$ cat src/m68k_bus_pkg.sv
/*
 * External bus definitions for the 68000-style bus interface unit
 * Bus time slices, arbitration states, strobe and driver enable
 * groups, and the reset timing constants
 */
package m68k_bus_pkg;

   // ------------------------------------------------------------
   // Bus cycle timing
   // ------------------------------------------------------------

   // One slice per rising clock edge, S0 is the idle slice
   typedef enum logic [2:0] {
      S0, S1, S2, S3, S4, S5, S6, S7
   } slice_t;

   // Arbitration states, two-wire and three-wire masters
   typedef enum logic [1:0] {
      ARB_IDLE,
      ARB_GRANT,
      ARB_WAIT_RELEASE
   } arb_state_t;

   // Active-low bus strobes, all high while idle
   typedef struct packed {
      logic asn;
      logic udsn;
      logic ldsn;
      logic rwn;
   } bus_strobe_t;

   // Active-high three-state driver enables
   typedef struct packed {
      // Address and function code drivers
      logic adr_en;
      // Strobe drivers, off while another master owns the bus
      logic bus_drive_en;
      // Write data drivers, upper and lower byte lanes
      logic hi_byte_en;
      logic lo_byte_en;
   } drive_en_t;

   // ------------------------------------------------------------
   // Reset timing
   // ------------------------------------------------------------

   // Length of the reset command window in clocks
   localparam int RESET_OUT_CYCLES   = 124;
   // Consecutive low samples of the reset pin before CPU reset
   localparam int RESET_FILTER_LIMIT = 10;

   // Counter widths derived from the limits above
   localparam int RESET_TIMER_W  = $clog2(RESET_OUT_CYCLES + 1);
   localparam int RESET_FILTER_W = $clog2(RESET_FILTER_LIMIT + 1);

endpackage

$ cat src/m68k_core_pkg.sv
/*
 * Core-side definitions for the bus interface unit
 * Bus request, receive buffer selects, operand size and data words
 */
package m68k_core_pkg;

   // Operand size of the current access
   typedef enum logic [1:0] {
      OP_BYTE,
      OP_WORD,
      OP_LONG
   } op_size_t;

   // Bus cycle request, held by the core until bus_cyc_rdy
   typedef struct packed {
      // Read and write requests, never both at once
      logic rd;
      logic wr;
      // Byte address bit, selects the odd lane when high
      logic a0;
      // Both byte lanes, word access
      logic byten_word;
   } bus_req_t;

   // Receive buffer half selects, priority in this order
   typedef struct packed {
      logic a_lo;
      logic a_hi;
      logic b_lo;
      logic b_hi;
   } buf_sel_t;

   // Data bus word and buffer long word
   typedef logic [15:0] word_t;
   typedef logic [31:0] long_t;

endpackage

$ cat src/bus_cycle_seq.sv
/*
 * Bus cycle sequencer
 * Steps a read or write cycle through slices S0 to S7, holds S4 until
 * the slave acknowledges, samples bus error, and decodes the bus
 * strobes and driver enables as registered outputs
 */
module bus_cycle_seq
   import m68k_bus_pkg::*, m68k_core_pkg::*;
(
   input  logic        clk,
   input  logic        resetn,
   input  bus_req_t    req,
   input  logic        tas_lock,
   input  logic        bus_granted,
   input  logic        cpu_reset_active,
   input  logic        dtackn,
   input  logic        berrn,
   output bus_strobe_t strobes,
   output drive_en_t   drive_en,
   output logic        cycle_idle,
   output logic        bus_cyc_rdy,
   output logic        bus_err,
   output logic        data_valid,
   output logic        rx_load
);

   slice_t      slice;
   slice_t      slice_nxt;
   logic        req_any;
   logic        berr_now;
   logic        berr_seen;
   logic        wait_hold;
   logic        lane_hi;
   logic        lane_lo;
   logic        ds_window;
   bus_strobe_t strobes_nxt;
   drive_en_t   drive_en_nxt;

   assign req_any = req.rd | req.wr;

   // A pending request keeps the arbiter off at S0
   assign cycle_idle = (slice == S0) & ~req_any;

   // Bus error window is S3 to S6
   assign berr_now = ~berrn & (slice inside {[S3:S6]});

   // Wait state until DTACK, bus error or CPU reset
   assign wait_hold = dtackn & berrn & ~cpu_reset_active;

   // Byte lane selection, shared by strobes and data drivers
   assign lane_hi = ~req.a0 | req.byten_word;
   assign lane_lo = req.a0 | req.byten_word;

   // ------------------------------------------------------------
   // Slice counter
   // ------------------------------------------------------------
   always_comb
   begin
      case (slice)
         // Start only while nobody else owns the bus
         S0:      slice_nxt = (req_any & ~bus_granted) ? S1 : S0;
         S4:      slice_nxt = wait_hold ? S4 : S5;
         // Always back to S0, a held request restarts from there
         S7:      slice_nxt = S0;
         default: slice_nxt = slice_t'(slice + 3'd1);
      endcase
   end

   // ------------------------------------------------------------
   // Strobe and enable decode from the next slice
   // ------------------------------------------------------------
   always_comb
   begin
      // Read strobes from S2, write strobes wait for data at S4
      if (req.rd)
         ds_window = slice_nxt inside {[S2:S6]};
      else
         ds_window = req.wr & (slice_nxt inside {[S4:S6]});

      strobes_nxt.asn  = ~(slice_nxt inside {[S2:S6]});
      strobes_nxt.udsn = ~(ds_window & lane_hi);
      strobes_nxt.ldsn = ~(ds_window & lane_lo);
      // Write direction held through S7
      strobes_nxt.rwn  = ~(req.wr & (slice_nxt inside {[S2:S7]}));

      // Address stays driven across a locked read-modify-write
      drive_en_nxt.adr_en       = ~bus_granted &
                                  (tas_lock | (slice_nxt inside {[S1:S7]}));
      drive_en_nxt.bus_drive_en = ~bus_granted;
      drive_en_nxt.hi_byte_en   = req.wr & (slice_nxt inside {[S3:S7]}) & lane_hi;
      drive_en_nxt.lo_byte_en   = req.wr & (slice_nxt inside {[S3:S7]}) & lane_lo;
   end

   // ------------------------------------------------------------
   // State and output registers
   // ------------------------------------------------------------
   always_ff @(posedge clk or negedge resetn)
   begin
      if (!resetn)
      begin
         slice       <= S0;
         berr_seen   <= 1'b0;
         strobes     <= '1;
         drive_en    <= '0;
         bus_cyc_rdy <= 1'b0;
         bus_err     <= 1'b0;
         data_valid  <= 1'b0;
         rx_load     <= 1'b0;
      end
      else
      begin
         slice <= slice_nxt;
         // Bus error sticks until the cycle returns to S0
         berr_seen <= (slice_nxt == S0) ? 1'b0 : (berr_seen | berr_now);

         strobes  <= strobes_nxt;
         drive_en <= drive_en_nxt;

         // End of cycle pulses, both in S7
         bus_cyc_rdy <= (slice_nxt == S7);
         bus_err     <= (slice_nxt == S7) & (berr_seen | berr_now);

         // Read data valid at S6 and S7
         data_valid <= req.rd & (slice_nxt inside {S6, S7});
         // Buffer load only for a clean read
         rx_load    <= req.rd & (slice_nxt == S7) & ~(berr_seen | berr_now);
      end
   end

endmodule

$ cat src/bus_arbiter.sv
/*
 * Bus arbiter
 * Two-wire and three-wire arbitration, grants only between bus
 * cycles and never during a locked read-modify-write
 */
module bus_arbiter
   import m68k_bus_pkg::*;
(
   input  logic clk,
   input  logic resetn,
   input  logic brn,
   input  logic bgackn,
   input  logic tas_lock,
   input  logic cycle_idle,
   output logic bgn,
   output logic bus_granted
);

   arb_state_t state;
   arb_state_t state_nxt;

   always_comb
   begin
      state_nxt = state;
      case (state)
         ARB_IDLE:
            // No grant inside a cycle or a TAS lock
            if (~brn & cycle_idle & ~tas_lock)
               state_nxt = ARB_GRANT;
         ARB_GRANT:
            // Three-wire master takes over, or two-wire release
            if (~bgackn)
               state_nxt = ARB_WAIT_RELEASE;
            else if (brn)
               state_nxt = ARB_IDLE;
         ARB_WAIT_RELEASE:
            // On bgackn release a new request re-enters grant
            if (bgackn)
               state_nxt = brn ? ARB_IDLE : ARB_GRANT;
         default:
            state_nxt = ARB_IDLE;
      endcase
   end

   always_ff @(posedge clk or negedge resetn)
   begin
      if (!resetn)
         state <= ARB_IDLE;
      else
         state <= state_nxt;
   end

   // Grant pin low only in the grant state
   assign bgn = (state != ARB_GRANT);

   // Bus belongs to another master outside idle
   assign bus_granted = (state != ARB_IDLE);

endmodule

$ cat src/reset_ctrl.sv
/*
 * Reset control
 * Filters the incoming reset pin into a CPU reset and times the
 * reset command output window with its ready strobe
 */
module reset_ctrl
   import m68k_bus_pkg::*;
(
   input  logic clk,
   input  logic resetn,
   input  logic reset_inn,
   input  logic reset_en,
   output logic reset_out_en,
   output logic reset_rdy,
   output logic reset_cpun,
   output logic cpu_reset_active
);

   logic [RESET_FILTER_W-1:0] filt_cnt;
   logic [RESET_FILTER_W-1:0] filt_nxt;
   logic [RESET_TIMER_W-1:0]  timer;
   logic                      timer_lock;

   // ------------------------------------------------------------
   // Reset pin filter
   // ------------------------------------------------------------
   always_comb
   begin
      // Count low samples, our own reset pulse does not count
      if (~reset_inn & ~reset_out_en)
      begin
         if (filt_cnt == RESET_FILTER_W'(RESET_FILTER_LIMIT))
            filt_nxt = filt_cnt;
         else
            filt_nxt = filt_cnt + 1'b1;
      end
      else
         filt_nxt = '0;
   end

   // ------------------------------------------------------------
   // Reset command timer
   // ------------------------------------------------------------
   always_ff @(posedge clk or negedge resetn)
   begin
      if (!resetn)
      begin
         filt_cnt   <= '0;
         reset_cpun <= 1'b1;
         timer      <= '0;
         timer_lock <= 1'b0;
         reset_rdy  <= 1'b0;
      end
      else
      begin
         filt_cnt   <= filt_nxt;
         reset_cpun <= (filt_nxt != RESET_FILTER_W'(RESET_FILTER_LIMIT));

         // Load once per reset_en assertion
         if (reset_en & ~timer_lock)
         begin
            timer      <= RESET_TIMER_W'(RESET_OUT_CYCLES);
            timer_lock <= 1'b1;
         end
         else if (timer != '0)
            timer <= timer - 1'b1;
         else if (~reset_en)
            timer_lock <= 1'b0;

         // Ready strobe right after the last output cycle
         reset_rdy <= (timer == RESET_TIMER_W'(1));
      end
   end

   // Output window while the timer runs
   assign reset_out_en = (timer != '0);

   assign cpu_reset_active = ~reset_cpun;

endmodule

$ cat src/rx_buffer.sv
/*
 * Receive buffers
 * Loads buffer A or B and the transparent data register from the
 * data bus at the end of a read cycle
 */
module rx_buffer
   import m68k_core_pkg::*;
(
   input  logic     clk,
   input  logic     resetn,
   input  logic     rx_load,
   input  bus_req_t req,
   input  buf_sel_t buf_sel,
   input  op_size_t op_size,
   input  word_t    data_in,
   output long_t    buffer_a,
   output long_t    buffer_b,
   output word_t    data_core_out
);

   logic [7:0] rx_byte;
   logic       is_byte;

   // Even byte on the upper lane, odd byte on the lower lane
   assign rx_byte = req.a0 ? data_in[7:0] : data_in[15:8];
   assign is_byte = (op_size == OP_BYTE);

   // Low half load, a byte fills the whole buffer zero-extended
   function automatic long_t load_lo(long_t cur);
      if (is_byte)
         return {24'h000000, rx_byte};
      else
         return {cur[31:16], data_in};
   endfunction

   always_ff @(posedge clk or negedge resetn)
   begin
      if (!resetn)
      begin
         buffer_a      <= '0;
         buffer_b      <= '0;
         data_core_out <= '0;
      end
      else if (rx_load)
      begin
         // One half per cycle, A before B, low before high
         if (buf_sel.a_lo)
            buffer_a <= load_lo(buffer_a);
         else if (buf_sel.a_hi)
            buffer_a[31:16] <= data_in;
         else if (buf_sel.b_lo)
            buffer_b <= load_lo(buffer_b);
         else if (buf_sel.b_hi)
            buffer_b[31:16] <= data_in;

         // Transparent register takes every read word
         data_core_out <= data_in;
      end
   end

endmodule

$ cat src/bus_interface.sv
/*
 * 68000-style bus interface unit, top level
 * Connects the cycle sequencer, the arbiter, reset control and
 * the receive buffers
 */
module bus_interface
   import m68k_bus_pkg::*, m68k_core_pkg::*;
(
   input  logic        clk,
   input  logic        resetn,
   // Core side
   input  bus_req_t    req,
   input  logic        tas_lock,
   input  buf_sel_t    buf_sel,
   input  op_size_t    op_size,
   input  logic        reset_en,
   output logic        bus_cyc_rdy,
   output logic        bus_err,
   output logic        data_valid,
   output logic        reset_rdy,
   output logic        cpu_reset_active,
   output long_t       buffer_a,
   output long_t       buffer_b,
   output word_t       data_core_out,
   // Slave side
   input  word_t       data_in,
   input  logic        dtackn,
   input  logic        berrn,
   output bus_strobe_t strobes,
   output drive_en_t   drive_en,
   // Arbitration
   input  logic        brn,
   input  logic        bgackn,
   output logic        bgn,
   output logic        bus_granted,
   // Reset pin
   input  logic        reset_inn,
   output logic        reset_out_en,
   output logic        reset_cpun
);

   logic cycle_idle;
   logic rx_load;

   bus_cycle_seq u_seq (
      .clk              (clk),
      .resetn           (resetn),
      .req              (req),
      .tas_lock         (tas_lock),
      .bus_granted      (bus_granted),
      .cpu_reset_active (cpu_reset_active),
      .dtackn           (dtackn),
      .berrn            (berrn),
      .strobes          (strobes),
      .drive_en         (drive_en),
      .cycle_idle       (cycle_idle),
      .bus_cyc_rdy      (bus_cyc_rdy),
      .bus_err          (bus_err),
      .data_valid       (data_valid),
      .rx_load          (rx_load)
   );

   bus_arbiter u_arb (
      .clk         (clk),
      .resetn      (resetn),
      .brn         (brn),
      .bgackn      (bgackn),
      .tas_lock    (tas_lock),
      .cycle_idle  (cycle_idle),
      .bgn         (bgn),
      .bus_granted (bus_granted)
   );

   reset_ctrl u_rst (
      .clk              (clk),
      .resetn           (resetn),
      .reset_inn        (reset_inn),
      .reset_en         (reset_en),
      .reset_out_en     (reset_out_en),
      .reset_rdy        (reset_rdy),
      .reset_cpun       (reset_cpun),
      .cpu_reset_active (cpu_reset_active)
   );

   rx_buffer u_rxb (
      .clk           (clk),
      .resetn        (resetn),
      .rx_load       (rx_load),
      .req           (req),
      .buf_sel       (buf_sel),
      .op_size       (op_size),
      .data_in       (data_in),
      .buffer_a      (buffer_a),
      .buffer_b      (buffer_b),
      .data_core_out (data_core_out)
   );

endmodule

$ cat config.mk
export PLATFORM = sky130hd
export DESIGN_NAME = bus_interface
export DESIGN_NICKNAME = d
export VERILOG_FILES = /design/src/m68k_bus_pkg.sv /design/src/m68k_core_pkg.sv /design/src/bus_cycle_seq.sv /design/src/bus_arbiter.sv /design/src/reset_ctrl.sv /design/src/rx_buffer.sv /design/src/bus_interface.sv
export SDC_FILE = /design/constraint.sdc
export NUM_CORES = 1
export LEC_CHECK = 0
export ABC_AREA = 1
export BUFFER_PORTS_ARGS = -buffer_cell sky130_fd_sc_hd__buf_2
export CAP_MARGIN = 20
export CORE_ASPECT_RATIO = 0.6
export CORE_MARGIN = 2
export CORE_UTILIZATION = 25
export DETAILED_ROUTE_END_ITERATION = 8
export PLACE_DENSITY = 0.41
export SYNTH_ARGS = -nofsm -noshare
export SYNTH_HDL_FRONTEND = slang
export SYNTH_SLANG_ARGS = --single-unit
$ cat constraint.sdc
create_clock -name clk -period 4.3 [get_ports clk]
set_input_delay 0 -clock clk [delete_from_list [all_inputs] [get_ports clk]]
set_output_delay 0 -clock clk [all_outputs]
set_load 0.01 [all_outputs]
==> metrics, run 1 <==
status completed; setup repair bufs after CTS 0; CP Launch Type register; vias per inst 4.41; CP Class register to register; final count of hold timing violations 0; Critical Path Sink Type register; crit path max fanout 5; Post-Syn Nets 555; Die W 181 µm; WL/cell 16.6 µm; final core utilization 0.338; R2R depth 10; clock latency at the later pin of the worst-skew pair 0.35 ns; Endpoint, Worst Hold u_seq.slice[0]; EDFF count, synth 0; Die Y 110 µm; endpoints failing setup 0; Slew Viols, Final 0; Fin Clk Skew 0.00863 ns; main area contributors after synthesis dfrtp_1 (57%), nand2_1 (12%), o21ai_0 (6.1%), inv_1 (3.9%), nand3_1 (3.3%); # resized after CTS 0; Sum Neg Setup Slack 0 ns; Layout Cells excl Fill 913; slew margin rel. 0.396; GRT overflow 0; synth unique cells 32; r2r startpoint u_seq.slice[0]; initial antenna violation count 1; Hold Path Class primary input to register; hold depth 4; number of CTS-inserted buffers 9; number of synthesized register bits 112; cell taking the most area after synthesis dfrtp_1; Pre-antenna DRT Iters 4; synthesis warning total 0; clock buffer depth 2; H-tree levels 3; core area 18,300 µm²; Hold Path Origin dtackn; Sink Count 112; fin crit period 2.35 ns; top cell type's share of synthesized area 0.568; via count of the first global-routing pass 3,924; Place WS 2.42 ns; Mapped Cells 511; worst vdd ir 0.000204 V; Int Power 2.16 mW; FILL cells 1,960; syn avg cell area 9.23 µm²; RSZ-0062 raised after global routing false; R2R Path End u_seq.strobes[2]; CTS root buffer clkbuf_16; final setup margin 1.95 ns; Die ar. 20,000 µm²; top_reg_cell synth dfrtp_1; clock slew seen by the registers of the worst setup and hold paths 0.08 ns; CTS tree built; hold_buf cts 28; port bufs 131; Worst-Margin Slew 0.905 ns; routed via count 4,022; Clk network pwr share 0.244; Max Freq 426 MHz; Total GRT Usage 0.156; first-pass GRT wire length 23,400 µm; Seq pwr share 0.451; nets 712; Power Dens Cells 546 nW/µm²; Area Growth Syn to Fin 31.0%; layout cell share with drive strength beyond 1 0.251; Placed Area 5590 µm²; r2r setup slk 1.95 ns; largest net degree at the start of global routing 77; Leakage 3.40 nW; Seq/Total Area, Yosys 0.596; synthesized area 4710 µm²; Hold Slack 0.0241 ns; Total Routed Length 15,200 µm; Site Rows 38; io pins 132; Critical Path RT 4.59 ns; CP arrival 2.64 ns; Layout Cell Area excl Fill 6180 µm²; initial DRC count 284; Comb pwr share 0.305; Starting Density 0.258; Power Total 3.37 mW; placed insts 868; switching power 1.21 mW; routability cong. 0.785; hpwl dp 11,100 µm; DRT antenna net count 0; final worst path period share 0.546; Async SR Flop Fraction 1.00; Diodes inserted 0; DRC 0; max cap viols 0; sw frac 0.360
## worst max-delay path, stage by stage, from the launching register on
cell and delay (ns):
dfrtp_1 0.41, ha_1 0.23, ha_1 0.20, nor2_1 0.17, nand2_1 0.12, nor2_1 0.18, nand2_1 0.17, nand3_1 0.10
o21ai_0 0.10, nand2_1 0.07, dlygate4sd3_1 0.54
## flip-flops by register name (all words and copies together) (netlist names)
signal and count:
u_rxb.buffer_a 32, u_rxb.buffer_b 32, u_rxb.data_core_out 16, u_rst.timer 7, u_rst.filt_cnt 4, u_seq.drive_en 4, u_seq.strobes 4, u_seq.slice 3
u_arb.state 2, u_rst.reset_cpun 1, u_rst.reset_rdy 1, u_rst.timer_lock 1, u_seq.berr_seen 1, u_seq.bus_cyc_rdy 1, u_seq.bus_err 1, u_seq.data_valid 1
u_seq.rx_load 1
## power by group through the flow
stage | Sequential (mW) | Clock (mW) | Combinational (mW)
2_1_floorplan | 1.64 | 0 | 0.404
3_3_place_gp | 1.54 | 0 | 0.993
3_5_place_dp | 1.54 | 0 | 1.01
4_1_cts | 1.52 | 0.856 | 1.04
5_1_grt | 1.56 | 0.898 | 1.17
6_report | 1.52 | 0.823 | 1.03
## synthesized netlist by cell type, types with 5 or more instances
cell	n
dfrtp_1	107
ha_1	9
dfstp_2	5
nand3_1	31
nor2_1	30
o21ai_2	5
clkbuf_1	7
nand2_1	152
a21oi_1	6
o21ai_0	57
inv_1	49
o21ai_1	19
## metal layers
| metal | track usage | part of all wire | up-vias | wire length (µm) |
|---|---|---|---|---|
| met1 | 0.237 | 0.53 | 1957 | 7980 |
| met3 | 0.0407 | 0.055 | 16 | 835 |
| met5 | 0 | 0.00053 | - | 8 |
| met4 | 0.0430 | 0.015 | 2 | 225 |
| met2 | 0.217 | 0.40 | 105 | 6140 |
| li1 | - | - | 1942 | - |
## cell type report
class	count	area, µm²	area share
Inverter	51	191	0.0310
Sequential cell	112	2810	0.455
Timing Repair Buffer	161	973	0.158
Multi-Input combinational cell	333	1620	0.263
Tap cell	240	300	0.0486
Clock buffer	10	229	0.0371
Clock inverter	6	51.3	0.00831
## worst max path at each step
| stage | startpoint | end | slack [ns] |
|---|---|---|---|
| global placement | u_seq.rx_load | u_rxb.buffer_a[11] | 2.44 |
| finish | u_seq.slice[0] | u_seq.strobes[2] | 1.95 |
| floorplan | u_seq.slice[0] | u_seq.strobes[1] | 2.75 |
| global route | u_seq.slice[0] | u_seq.strobes[2] | 1.72 |
| detailed placement | u_seq.rx_load | u_rxb.buffer_a[8] | 2.42 |
| CTS | u_seq.slice[0] | u_seq.strobes[2] | 1.95 |
## cell families after synthesis
kind of cell	synth area share
AO/OA/AOI/OAI	0.109
flip-flops	0.596
buffers and inverters	0.0602
adder cells (fa/ha/maj)	0.0239
AND/OR/NAND/NOR	0.205
XOR/XNOR	0.00557
## cell usage in the layout (no fill, tap or decap), types with 3 or more instances in the layout
cell type      instances
nand3b_1               3
buf_2                130
dfstp_2                5
o21ai_0               57
dfrtp_1              107
a21oi_1                6
ha_1                   9
xor2_1                 3
inv_1                 49
nor2_1                30
o21ai_2                5
o21ai_1               19
nand3_1               31
clkbuf_16              9
dlygate4sd3_1         28
clkinvlp_4             3
nand2_1              152
No activity file was read; power rests on OpenSTA's default activity.
==> run 2: changes to the inputs <==
- ABC_AREA: 1 -> 0
- clock period: 4.3 -> 2.45 ns (I/O delays scaled with it)
==> run 2 against run 1 <==
- combinational power increased by 120%
- maximum frequency rose by 4.9%
- global-route usage fell by 1.0 points
- clock power is 91% higher
- via count decreased by 7.5%
- largest power group unchanged
==> metrics, run 2 <==
sw frac 0.358; CP arrival 2.53 ns; initial antenna violation count 0; syn avg cell area 11.3 µm²; Max Freq 446 MHz; Die W 183 µm; r2r startpoint u_seq.slice[0]; hold depth 3; Slew Viols, Final 0; Layout Cells excl Fill 824; CP max stage cell dlygate4sd3_1; hold_buf cts 24; vias per inst 4.51; RSZ-0062 raised after global routing false; fin crit period 2.24 ns; Critical Path RT 2.74 ns; nets 617; routability cong. 0.813; CP endpoint u_arb.state[0]; WL/cell 17.4 µm; worst vdd ir 0.000316 V; Comb pwr share 0.333; largest net degree at the start of global routing 88; top-count cell post-synth dfrtp_1; clock buffer depth 2; most frequent cells in the layout buf_2 (130), dfrtp_1 (107), o21ai_0 (50), nand2_1 (46), inv_1 (28); switching power 2.41 mW; final worst path period share 0.914; DRT antenna net count 0; Total GRT Usage 0.146; Seq/Total Area, Yosys 0.587; via count of the first global-routing pass 3,619; Int Power 4.32 mW; crit path max fanout 12; Fin Clk Skew 0.00506 ns; Crit. Startpoint u_seq.slice[0]; hpwl dp 10,100 µm; crit-path cells inv_1 > ha_1 > nor2b_1 > a221oi_1 > a211oi_1 > dlygate4sd3_1; CP Launch Type register; most frequent cells after synthesis dfrtp_1 (107), o21ai_0 (50), nand2_1 (46); clock latency at the later pin of the worst-skew pair 0.35 ns; endpoints failing setup 0; CP Class register to register; Starting Density 0.253; routed via count 3,720; first-pass GRT wire length 22,300 µm; number of CTS-inserted buffers 9; DRC 0; Largest regs u_rxb.buffer_a (32), u_rxb.buffer_b (32), u_rxb.data_core_out (16); clock slew seen by the registers of the worst setup and hold paths 0.08 ns; final core utilization 0.331; top_reg_cell synth dfrtp_1; status completed; top cell type's share of synthesized area 0.560; port bufs 131; Site Rows 39; Diodes inserted 0; Sum Neg Setup Slack 0 ns; Die ar. 20,300 µm²; main area contributors after synthesis dfrtp_1 (56%), o21ai_0 (5.2%), mux2_2 (4.0%), nand2_1 (3.6%), nand4b_1 (3.1%); CTS root buffer clkbuf_16; H-tree levels 3; slew margin rel. 0.471; GRT overflow 0; slowest stage delay, CP 0.57 ns; Critical Path Sink Type register; Hold Path Class primary input to register; max cap viols 0; synthesis warning total 0; initial DRC count 232; CTS tree built; Total Routed Length 14,300 µm; Die Y 111 µm; Power Dens Cells 1070 nW/µm²; Mapped Cells 423; Clk network pwr share 0.233; Sink Count 112; number of synthesized register bits 112; Async SR Flop Fraction 1.00; FILL cells 1,930; R2R Path End u_arb.state[0]; placed insts 784; # resized after CTS 0; synthesized area 4780 µm²; Seq pwr share 0.434; Worst-Margin Slew 0.789 ns; Area Growth Syn to Fin 30.8%; Post-Syn Nets 467; R2R depth 6; r2r setup slk 0.21 ns; core area 18,900 µm²; synth unique cells 49; io pins 132; EDFF count, synth 0; final count of hold timing violations 0; setup repair bufs after CTS 0; commonest non-fill, non-tap cell in the layout buf_2; cell taking the most area after synthesis dfrtp_1; Pre-antenna DRT Iters 4; Leakage 3.05 nW; layout cell share with drive strength beyond 1 0.318
-- run 2: changes by cell type in the layout (fill, tap and decap cells not counted), moves of 17 or more --
cell and delta:
nand4b_1 +17, nor2_1 -23, nand3_1 -25, o21ai_1 -19, inv_1 -21, mux2_2 +17, nand2_1 -106
-- run 2: metrics by stage --
| step | worst slack [ns] | power, mW | cell area, µm² | hold WS (ns) |
|---|---|---|---|---|
| detailed placement | 0.435 | 5.19 | 5710 | -0.0590 |
| floorplan | 0.578 | 4.17 | 4780 | -0.296 |
| global placement | 0.447 | 5.17 | 5710 | -0.0600 |
| finish | 0.210 | 6.72 | 6260 | 0.0246 |
| global route | 0.0670 | 7.23 | 6260 | 0.0293 |
| CTS | 0.236 | 6.84 | 6260 | 0.00950 |
-- run 2: layer usage --
metal,share of wire,track usage,wire length [µm],vias up
met3,0.079,0.0417,1140,8
met5,0,0,0,-
met2,0.38,0.189,5430,117
met4,0.0084,0.0339,120,0
li1,-,-,-,1793
met1,0.53,0.233,7630,1802
-- run 2: power groups by stage --
stage,clock [mW],combinational [mW],sequential [mW]
after floorplan,0,1.04,3.13
after global placement,0,2.23,2.94
after detailed placement,0,2.23,2.95
after CTS,1.64,2.28,2.92
after global routing,1.72,2.50,3.01
final,1.57,2.24,2.92
-- run 2: area by class of cell --
class,instances,area [µm²],share of cell area
Sequential cell,112,2810,0.449
Timing Repair Buffer,161,956,0.153
Inverter,28,105,0.0168
Multi-Input combinational cell,261,1770,0.282
Clock buffer,9,225,0.0360
Clock inverter,7,87.6,0.0140
Tap cell,246,308,0.0492
-- run 2: worst max-delay path: cells and delay by family (launching register included) --
| family | cells | cell delay [ns] |
|---|---|---|
| buffers and inverters | 2 | 0.69 |
| and+or+nand+nor | 1 | 0.33 |
| DFF | 1 | 0.44 |
| adders and majority gates | 1 | 0.37 |
| AOI/OAI and AO/OA | 2 | 0.35 |
-- run 2: worst min-delay path by stage --
stage | start | endpoint | slack, ns
floorplan | resetn | u_arb.state[0] | -0.30
global placement | resetn | u_seq.drive_en[2] | -0.06
detailed placement | resetn | u_seq.drive_en[2] | -0.06
CTS | data_in[15] | u_rxb.buffer_a[31] | 0.009
global route | data_in[9] | u_rxb.buffer_b[9] | 0.03
finish | data_in[15] | u_rxb.buffer_a[31] | 0.02
-- run 2: kinds of logic after synthesis --
logic type / synth area share
AND/OR/NAND/NOR: 0.152
buffers and inverters: 0.0434
adder cells (fa/ha/maj): 0.0235
XOR/XNOR: 0.00366
multiplexers: 0.0588
flip-flops: 0.587
AO/OA/AOI/OAI: 0.132
